==> src/logic/kl10BusPkg.sv <==
/* Diagnostic bus field shapes. Bit 0 of each vector is the least significant bit,
   so the board's data[35] maps to bit 0 here */
`default_nettype none

package kl10BusPkg;

  // Field widths on the diagnostic bus
  localparam int DIAG_SEL_W  = 3;
  localparam int LOAD_DATA_W = 4;
  localparam int DIAG_DATA_W = 6;

  // Function code or readback row number
  typedef logic [DIAG_SEL_W-1:0] diagSelT;

  // Data nibble written by a load function
  typedef logic [LOAD_DATA_W-1:0] loadDataT;

  // Readback word driven during a diagnostic read
  typedef logic [DIAG_DATA_W-1:0] diagDataT;

endpackage

`default_nettype wire
==> src/logic/clkCtlPkg.sv <==
/* Clock control codes and register shapes. Code 4 of the control functions
   (conditional single step) is not decoded and behaves like code 0 */
`default_nettype none

package clkCtlPkg;

  import kl10BusPkg::*;

  // Control functions (00x), carried on the select field
  typedef enum diagSelT {
    CTL_NONE      = 3'd0,
    CTL_START     = 3'd1,
    CTL_STEP      = 3'd2,
    CTL_EBOX_STEP = 3'd3,
    CTL_BURST     = 3'd5,
    CTL_CLR_RESET = 3'd6,
    CTL_SET_RESET = 3'd7
  } ctlFuncE;

  // Load functions (04x), codes 0 and 1 unused
  typedef enum diagSelT {
    LD_BURST_LO = 3'd2,
    LD_BURST_HI = 3'd3,
    LD_SELECT   = 3'd4,
    LD_DISABLE  = 3'd5,
    LD_PAR_CHK  = 3'd6,
    LD_MISC     = 3'd7
  } ldFuncE;

  // Readback rows, anything above row 4 reads zero
  localparam diagSelT ROW_BURST_HI = 3'd0;
  localparam diagSelT ROW_BURST_LO = 3'd1;
  localparam diagSelT ROW_SECT     = 3'd2;
  localparam diagSelT ROW_PAR_CHK  = 3'd3;
  localparam diagSelT ROW_MISC     = 3'd4;

  // EBOX gate state
  typedef enum logic [1:0] {
    MODE_STOPPED  = 2'd0,
    MODE_RUNNING  = 2'd1,
    MODE_BURSTING = 2'd2
  } runModeE;

  // Rate divider needs one bit per rate step, 2^3 at the slowest
  localparam int RATE_DIV_W = 3;

  typedef logic [1:0] rateSelT;
  typedef logic [1:0] srcSelT;
  // Full board width of the burst counter
  typedef logic [7:0] burstCountT;
  // CRM, EDP, CTL from high to low
  typedef logic [2:0] sectDisT;
  typedef logic [3:0] nibbleT;

endpackage

`default_nettype wire

==> src/logic/clkBoard.sv <==
/* Single clock domain on CLK. BURST_WIDTH sets the burst counter and
   must be even, 4 to 8 */
`timescale 1ns/10ps
`default_nettype none

module clkBoard
  import kl10BusPkg::*;
  import clkCtlPkg::*;
#(
  parameter int BURST_WIDTH = 8
) (
  input  logic     CLK,
  input  logic     arstN,
  input  logic     ctlFunc,
  input  logic     ldFunc,
  input  logic     diagRead,
  input  diagSelT  diagSel,
  input  loadDataT loadData,
  output logic     eboxClkEn,
  output logic     mrReset,
  output diagDataT diagData,
  output logic     diagDrive
);

  // Decoder to gate
  logic startCmd;
  logic stepCmd;
  logic eboxStepCmd;
  logic burstCmd;
  logic stopCmd;
  logic loadBurstLo;
  logic loadBurstHi;
  rateSelT rateSel;

  // Stored state for readback
  srcSelT                 srcSel;
  sectDisT                sectDis;
  nibbleT                 parChk;
  nibbleT                 miscCfg;
  runModeE                runMode;
  logic [BURST_WIDTH-1:0] burstCount;
  logic                   stepPending;

  clkFuncDecode u_funcDecode (
    .CLK         (CLK),
    .arstN       (arstN),
    .ctlFunc     (ctlFunc),
    .ldFunc      (ldFunc),
    .diagSel     (diagSel),
    .loadData    (loadData),
    .startCmd    (startCmd),
    .stepCmd     (stepCmd),
    .eboxStepCmd (eboxStepCmd),
    .burstCmd    (burstCmd),
    .stopCmd     (stopCmd),
    .loadBurstLo (loadBurstLo),
    .loadBurstHi (loadBurstHi),
    .rateSel     (rateSel),
    .srcSel      (srcSel),
    .sectDis     (sectDis),
    .parChk      (parChk),
    .miscCfg     (miscCfg),
    .mrReset     (mrReset)
  );

  eboxClockGate #(
    .BURST_WIDTH (BURST_WIDTH)
  ) u_clockGate (
    .CLK         (CLK),
    .arstN       (arstN),
    .startCmd    (startCmd),
    .stepCmd     (stepCmd),
    .eboxStepCmd (eboxStepCmd),
    .burstCmd    (burstCmd),
    .stopCmd     (stopCmd),
    .loadBurstLo (loadBurstLo),
    .loadBurstHi (loadBurstHi),
    .loadData    (loadData),
    .rateSel     (rateSel),
    .eboxClkEn   (eboxClkEn),
    .runMode     (runMode),
    .burstCount  (burstCount),
    .stepPending (stepPending)
  );

  clkDiagReadback #(
    .BURST_WIDTH (BURST_WIDTH)
  ) u_readback (
    .diagRead    (diagRead),
    .diagSel     (diagSel),
    .burstCount  (burstCount),
    .rateSel     (rateSel),
    .srcSel      (srcSel),
    .sectDis     (sectDis),
    .parChk      (parChk),
    .miscCfg     (miscCfg),
    .mrReset     (mrReset),
    .runMode     (runMode),
    .stepPending (stepPending),
    .diagData    (diagData),
    .diagDrive   (diagDrive)
  );

endmodule

`default_nettype wire

==> src/logic/clkDiagReadback.sv <==
/* Purely combinational; diagData is zero whenever diagRead is low.
   Burst count bits at or above BURST_WIDTH read as zero */
`timescale 1ns/10ps
`default_nettype none

module clkDiagReadback
  import kl10BusPkg::*;
  import clkCtlPkg::*;
#(
  parameter int BURST_WIDTH = 8
) (
  input  logic                   diagRead,
  input  diagSelT                diagSel,
  input  logic [BURST_WIDTH-1:0] burstCount,
  input  rateSelT                rateSel,
  input  srcSelT                 srcSel,
  input  sectDisT                sectDis,
  input  nibbleT                 parChk,
  input  nibbleT                 miscCfg,
  input  logic                   mrReset,
  input  runModeE                runMode,
  input  logic                   stepPending,
  output diagDataT               diagData,
  output logic                   diagDrive
);

  burstCountT burstPad;
  logic       running;
  logic       bursting;

  // Zero-extend to the board's 8-bit counter layout
  assign burstPad = burstCountT'(burstCount);
  assign running  = runMode == MODE_RUNNING;
  assign bursting = runMode == MODE_BURSTING;

  assign diagDrive = diagRead;

  always_comb begin
    diagData = '0;
    if (diagRead) begin
      case (diagSel)
        ROW_BURST_HI: diagData = burstPad[7:2];
        ROW_BURST_LO: diagData = {burstPad[1:0], rateSel, srcSel};
        ROW_SECT:     diagData = {sectDis, mrReset, running, bursting};
        ROW_PAR_CHK:  diagData = {parChk, stepPending, 1'b0};
        ROW_MISC:     diagData = {miscCfg, 2'b00};
        // Rows 5 to 7 unused
        default:      diagData = '0;
      endcase
    end
  end

endmodule

`default_nettype wire

==> src/logic/clkFuncDecode.sv <==
/* Function strobes are single cycle; at most one of ctlFunc and ldFunc per cycle.
   Config registers and mrReset change on the edge after the strobe */
`timescale 1ns/10ps
`default_nettype none

module clkFuncDecode
  import kl10BusPkg::*;
  import clkCtlPkg::*;
(
  input  logic     CLK,
  input  logic     arstN,
  input  logic     ctlFunc,
  input  logic     ldFunc,
  input  diagSelT  diagSel,
  input  loadDataT loadData,
  output logic     startCmd,
  output logic     stepCmd,
  output logic     eboxStepCmd,
  output logic     burstCmd,
  output logic     stopCmd,
  output logic     loadBurstLo,
  output logic     loadBurstHi,
  output rateSelT  rateSel,
  output srcSelT   srcSel,
  output sectDisT  sectDis,
  output nibbleT   parChk,
  output nibbleT   miscCfg,
  output logic     mrReset
);

  logic clrReset;
  logic setReset;
  logic loadSel;
  logic loadDis;
  logic loadPar;
  logic loadMisc;

  // Control function decoder
  // Every code reloads the gate, so the reset codes and 0/4 all count as stop
  always_comb begin
    startCmd    = 1'b0;
    stepCmd     = 1'b0;
    eboxStepCmd = 1'b0;
    burstCmd    = 1'b0;
    stopCmd     = 1'b0;
    clrReset    = 1'b0;
    setReset    = 1'b0;
    if (ctlFunc) begin
      case (diagSel)
        CTL_START:     startCmd = 1'b1;
        CTL_STEP:      stepCmd = 1'b1;
        CTL_EBOX_STEP: eboxStepCmd = 1'b1;
        CTL_BURST:     burstCmd = 1'b1;
        CTL_CLR_RESET: begin
          clrReset = 1'b1;
          stopCmd  = 1'b1;
        end
        CTL_SET_RESET: begin
          setReset = 1'b1;
          stopCmd  = 1'b1;
        end
        // None and the dropped conditional step
        default:       stopCmd = 1'b1;
      endcase
    end
  end

  // Load function decoder, codes 0 and 1 do nothing
  always_comb begin
    loadBurstLo = 1'b0;
    loadBurstHi = 1'b0;
    loadSel     = 1'b0;
    loadDis     = 1'b0;
    loadPar     = 1'b0;
    loadMisc    = 1'b0;
    if (ldFunc) begin
      case (diagSel)
        LD_BURST_LO: loadBurstLo = 1'b1;
        LD_BURST_HI: loadBurstHi = 1'b1;
        LD_SELECT:   loadSel = 1'b1;
        LD_DISABLE:  loadDis = 1'b1;
        LD_PAR_CHK:  loadPar = 1'b1;
        LD_MISC:     loadMisc = 1'b1;
        default:     ;
      endcase
    end
  end

  // Configuration registers
  always_ff @(posedge CLK or negedge arstN) begin
    if (!arstN) begin
      srcSel  <= '0;
      rateSel <= '0;
      sectDis <= '0;
      parChk  <= '0;
      miscCfg <= '0;
    end else begin
      // Source in the high pair, rate in the low pair
      if (loadSel) begin
        srcSel  <= loadData[3:2];
        rateSel <= loadData[1:0];
      end
      // Top data bit unused by the disables
      if (loadDis) begin
        sectDis <= loadData[2:0];
      end
      if (loadPar) begin
        parChk <= loadData;
      end
      if (loadMisc) begin
        miscCfg <= loadData;
      end
    end
  end

  // Master reset flip-flop, comes up asserted
  always_ff @(posedge CLK or negedge arstN) begin
    if (!arstN) begin
      mrReset <= 1'b1;
    end else if (clrReset) begin
      mrReset <= 1'b0;
    end else if (setReset) begin
      mrReset <= 1'b1;
    end
  end

  // At most one command or load strobe per cycle, lost if ctlFunc and ldFunc coincide
  cmdOneHot: assert property (@(posedge CLK) disable iff (!arstN)
    $onehot0({startCmd, stepCmd, eboxStepCmd, burstCmd, stopCmd,
              loadBurstLo, loadBurstHi, loadSel, loadDis, loadPar, loadMisc}));

endmodule

`default_nettype wire

==> src/logic/eboxClockGate.sv <==
/* BURST_WIDTH must be even, 4 to 8. Command to first pulse takes up to 2^rateSel
   cycles since the rate divider free-runs */
`timescale 1ns/10ps
`default_nettype none

module eboxClockGate
  import kl10BusPkg::*;
  import clkCtlPkg::*;
#(
  parameter int BURST_WIDTH = 8
) (
  input  logic                   CLK,
  input  logic                   arstN,
  input  logic                   startCmd,
  input  logic                   stepCmd,
  input  logic                   eboxStepCmd,
  input  logic                   burstCmd,
  input  logic                   stopCmd,
  input  logic                   loadBurstLo,
  input  logic                   loadBurstHi,
  input  loadDataT               loadData,
  input  rateSelT                rateSel,
  output logic                   eboxClkEn,
  output runModeE                runMode,
  output logic [BURST_WIDTH-1:0] burstCount,
  output logic                   stepPending
);

  localparam logic [BURST_WIDTH-1:0] BURST_ONE = BURST_WIDTH'(1);

  logic [RATE_DIV_W-1:0] divCnt;
  logic [RATE_DIV_W-1:0] divMask;
  logic                  tick;
  logic                  anyCmd;
  logic                  burstPulse;
  burstCountT            burstLoad;

  // Free-running divider, tick when the low rateSel bits are all zero
  always_ff @(posedge CLK or negedge arstN) begin
    if (!arstN) begin
      divCnt <= '0;
    end else begin
      divCnt <= divCnt + 1'b1;
    end
  end

  assign divMask = ~({RATE_DIV_W{1'b1}} << rateSel);
  assign tick    = (divCnt & divMask) == '0;

  assign anyCmd = startCmd | stepCmd | eboxStepCmd | burstCmd | stopCmd;

  // One enable per tick while running, bursting with count left, or stepping
  assign eboxClkEn = tick & ((runMode == MODE_RUNNING) |
                             ((runMode == MODE_BURSTING) & (burstCount != '0)) |
                             stepPending);
  assign burstPulse = eboxClkEn & (runMode == MODE_BURSTING);

  // Run mode, any command reloads it
  always_ff @(posedge CLK or negedge arstN) begin
    if (!arstN) begin
      runMode <= MODE_STOPPED;
    end else if (anyCmd) begin
      if (startCmd) begin
        runMode <= MODE_RUNNING;
      end else if (burstCmd) begin
        runMode <= MODE_BURSTING;
      end else begin
        runMode <= MODE_STOPPED;
      end
    end else if (runMode == MODE_BURSTING) begin
      // Stop on the last pulse, or at once on an empty count
      if (burstCount == '0 || (burstPulse && burstCount == BURST_ONE)) begin
        runMode <= MODE_STOPPED;
      end
    end
  end

  // Single-step latch, cleared by its own pulse
  always_ff @(posedge CLK or negedge arstN) begin
    if (!arstN) begin
      stepPending <= 1'b0;
    end else if (anyCmd) begin
      stepPending <= stepCmd | eboxStepCmd;
    end else if (eboxClkEn) begin
      stepPending <= 1'b0;
    end
  end

  // Nibble loads go through a full-width copy so narrow counters drop the high part
  always_comb begin
    burstLoad = burstCountT'(burstCount);
    if (loadBurstLo) begin
      burstLoad[3:0] = loadData;
    end
    if (loadBurstHi) begin
      burstLoad[7:4] = loadData;
    end
  end

  // Burst counter, load wins over decrement
  always_ff @(posedge CLK or negedge arstN) begin
    if (!arstN) begin
      burstCount <= '0;
    end else if (loadBurstLo || loadBurstHi) begin
      burstCount <= burstLoad[BURST_WIDTH-1:0];
    end else if (burstPulse) begin
      burstCount <= burstCount - BURST_ONE;
    end
  end

  // A pending step only ever waits in the stopped mode
  stepWhenStopped: assert property (@(posedge CLK) disable iff (!arstN)
    stepPending |-> runMode == MODE_STOPPED);

  // An empty count stays empty until reloaded
  noUnderflow: assert property (@(posedge CLK) disable iff (!arstN)
    (burstCount == '0 && !loadBurstLo && !loadBurstHi) |=> burstCount == '0);

endmodule

`default_nettype wire

==> config.mk <==
export PLATFORM = sky130hd
export DESIGN_NAME = clkBoard
export DESIGN_NICKNAME = d
export VERILOG_FILES = /design/src/logic/kl10BusPkg.sv /design/src/logic/clkCtlPkg.sv /design/src/logic/clkBoard.sv /design/src/logic/clkDiagReadback.sv /design/src/logic/clkFuncDecode.sv /design/src/logic/eboxClockGate.sv
export SDC_FILE = /design/constraint.sdc
export NUM_CORES = 1
export LEC_CHECK = 0
export BUFFER_PORTS_ARGS = -buffer_cell sky130_fd_sc_hd__buf_2
export CORE_ASPECT_RATIO = 1.1
export CORE_UTILIZATION = 62
export CTS_CLUSTER_SIZE = 24
export DETAILED_ROUTE_END_ITERATION = 7
export PLACE_DENSITY_LB_ADDON = 0.1
export SLEW_MARGIN = 30
export SYNTH_ARGS = -nofsm -noshare
export SYNTH_HDL_FRONTEND = slang
export SYNTH_SLANG_ARGS = --single-unit
==> constraint.sdc <==
create_clock -name CLK -period 3.1 [get_ports CLK]
set_clock_uncertainty 0.2 [all_clocks]
set_input_delay 0.465 -clock CLK [delete_from_list [all_inputs] [get_ports CLK]]
set_output_delay 0.465 -clock CLK [all_outputs]
set_load 0.02 [all_outputs]
==> metrics.cfg <==
[run_status]
status = finished clean

[worst_setup_path]
crit_start = u_clockGate.burstCount[1]
startpoint_type = register
path_delay_family = simple AND/OR/NAND/NOR gates
cp.depth = 6
reg2reg_slack_ps = 860
slowest_delay_ps = 490
worstReg2RegEnd = u_clockGate.burstCount[7]
crit_path_top_delay_cell = or3b_2
worstPathRequired_ps = 2430
worstReg2RegStart = u_clockGate.burstCount[1]
worst_setup_path_end_kind = output port
arrival_ps = 2020
path_class = register to output port
worst-path-max-fanout = 5
reg2reg_depth = 7
critPathBufInv = 2
path_cells = inv_1 > ha_1 > or3b_2 > o21ai_0 > a21oi_1 > buf_2

[die]
dieArea_sq_mm = 0.00308
ios = 21
start_util_pct = 68.4
die_width_um = 53.0
rows = 19
core_sq_mm = 0.00259
die_h_um = 58.1

[synth]
synthSimpleGateAreaFrac_pct = 20.0
synth_top_family_by_area = simple AND/OR/NAND/NOR gates
synthCells = 182
synthXorXnorAreaFrac_pct = 0.494
ys.flop_type = dfrtp_1
ys_seq_area_share_pct = 42.4
synth_mux_area_share_pct = 12.9
ys_ff_latch = 30
synth_cell_types = 46
synth_enable_flop_cells = 0
synth_nets = 198
async_flop_share_pct = 100
avgSynthCellArea_sq_um = 9.73
syn_area_sq_mm = 0.00177
synth_fa_ha_area_share_pct = 2.82
synth_compound_area_share_pct = 17.9
yosys_warnings = 0

[pwr]
ir_drop_v = 0.000473
powerDensity_mw_per_mm2 = 639
total_power_mw = 1.24
leakage_nw = 0.877

[global_route]
grt_first_pass_wirelength_um = 6730
met1_usage_pct = 39.8
grt_antenna_before_repair = 0
grt_use_total_pct = 31.1
grt-ovfl-total = 0
met2_usage_pct = 51.2
first_global_vias = 1417
met3_usage_pct = 7.87
gr-max-usage-layer = met2
grt_start_max_net_pins = 31

[clock_tree]
cts_tree = built
clk_latency_ps = 340
htree_levels = 2
cts.path.max_buffers = 2
ctsResizeCount = 0
cts.sink_count = 30
clkTransAtPathRegs_ps = 100
cts.root.buffer_cell = clkbuf_4
cts-buffers-inserted = 5

[placement]
place_area_sq_mm = 0.00188
dp_hpwl_um = 2970
place_ws_ps = 752
gp_congestion = 0.916
port_buffers = 20
place_inst = 227

[hold_path]
worst_hold_path_type = primary input to register
hold_depth = 2
min_from = ctlFunc
hold_path_end = u_clockGate.stepPending

[final_layout]
final_cells = 236
finish.utilization_pct = 75.1
fin_area_sq_mm = 0.00195
final_cell_mix = 29 x dfrtp_1, 20 x a21oi_1, 20 x buf_2
fin_nets = 220
final_common_cell = dfrtp_1
nFillCells = 185
drive_gt1_share_pct = 26.8
diodes = 0
area_delta_synth_final_pct = 9.89

[timing]
min_period_over_period_pct = 86.5
fin_ws_ps = 417
hold_viol = 0
fin_hold_ws_ps = 194
slew_headroom_pct = 55.6
period_needed_ps = 2680
fmax_mhz = 373
rsz0062_at_grt = no
finalMaxSlewViolations = 0
finalSetupViolCount = 0
finalSetupTns_ps = 0
tightest_slew_ps = 667

[route]
detailroute.via_count = 1485
dr.pass1.iters = 4
wire_per_inst_um = 17.2
viasPerCell = 6.29
drc_errors = 0
ant_nets = 0
first_iter_violations = 62
routed_wl_um = 4060

[flow_run]
drv_cap = 0

-- kinds of logic after synthesis --
group,after synthesis
and+or+nand+nor,64
xor gates and xnor gates,1
AOI/OAI and AO/OA,51
muxes,20
buffers and inverters,12
adders and majority gates,4
DFF,30
-- how the worst max path moves through the flow --
stage	end
after floorplan	diagData[2]
after global placement	diagData[2]
after detailed placement	diagData[3]
after CTS	eboxClkEn
after global routing	eboxClkEn
final	eboxClkEn
-- worst register-to-register path: stages, from the launching register on --
cell     delay [ps]
dfrtp_1         440
inv_1           140
ha_1            180
or3b_2          490
nor4_4          240
o31ai_2         170
a21oi_1         170
a21oi_1          60
-- final cells by class --
| class | instances | area, sq um | share of cell area, % |
|---|---|---|---|
| tap | 31 | 38.8 | 1.99 |
| sequential | 30 | 752 | 38.6 |
| multi-input combinational | 140 | 960 | 49.3 |
| clock inverter | 1 | 5.00 | 0.257 |
| inverter | 5 | 18.8 | 0.964 |
| timing repair buffer | 22 | 118 | 6.04 |
| clock buffer | 7 | 55.1 | 2.83 |
-- per-layer routing --
metal	vias up	share of wire [%]	wire length [um]
met2	45	51	2070
met5	-	0	0
met4	0	1.7	69
li1	707	-	-
met1	725	42	1720
met3	8	4.9	200
-- timing repair --
| item | CTS | global route |
|---|---|---|
| setup buffers | 0 | 0 |
| hold buffers | 1 | 0 |
| hold endpoints to repair | 29 | 0 |
-- synth_stat cells (all sizes together) (3+ instances only) --
master	instances	area share [%]
inv	5	1.1
mux2	13	8.3
nand2	19	4.0
o21ai	14	4.2
a22oi	4	1.7
buf	3	0.92
mux2i	6	3.4
nor2	13	2.8
nor3	7	2.0
a21oi	20	5.6
o31ai	3	1.8
dfrtp	29	41
ha	4	2.8
nand2b	4	1.4
clkbuf	4	1.4
-- flip-flops by register name, indices dropped and copies added, names as in the netlist --
name and count:
u_clockGate.stepPending 1, u_funcDecode.sectDis 3, u_clockGate.runMode 2, u_funcDecode.mrReset 1, u_funcDecode.miscCfg 4, u_funcDecode.srcSel 2, u_funcDecode.parChk 4, u_funcDecode.rateSel 2
u_clockGate.burstCount 8, u_clockGate.divCnt 3
-- report_power, final --
group / switching [mW] / internal, mW / total [mW]
Combinational: 0.211 / 0.167 / 0.379
Clock: 0.136 / 0.110 / 0.246
Sequential: 0.128 / 0.491 / 0.619
Total: 0.476 / 0.768 / 1.24
No activity file was read; power rests on OpenSTA's default activity.
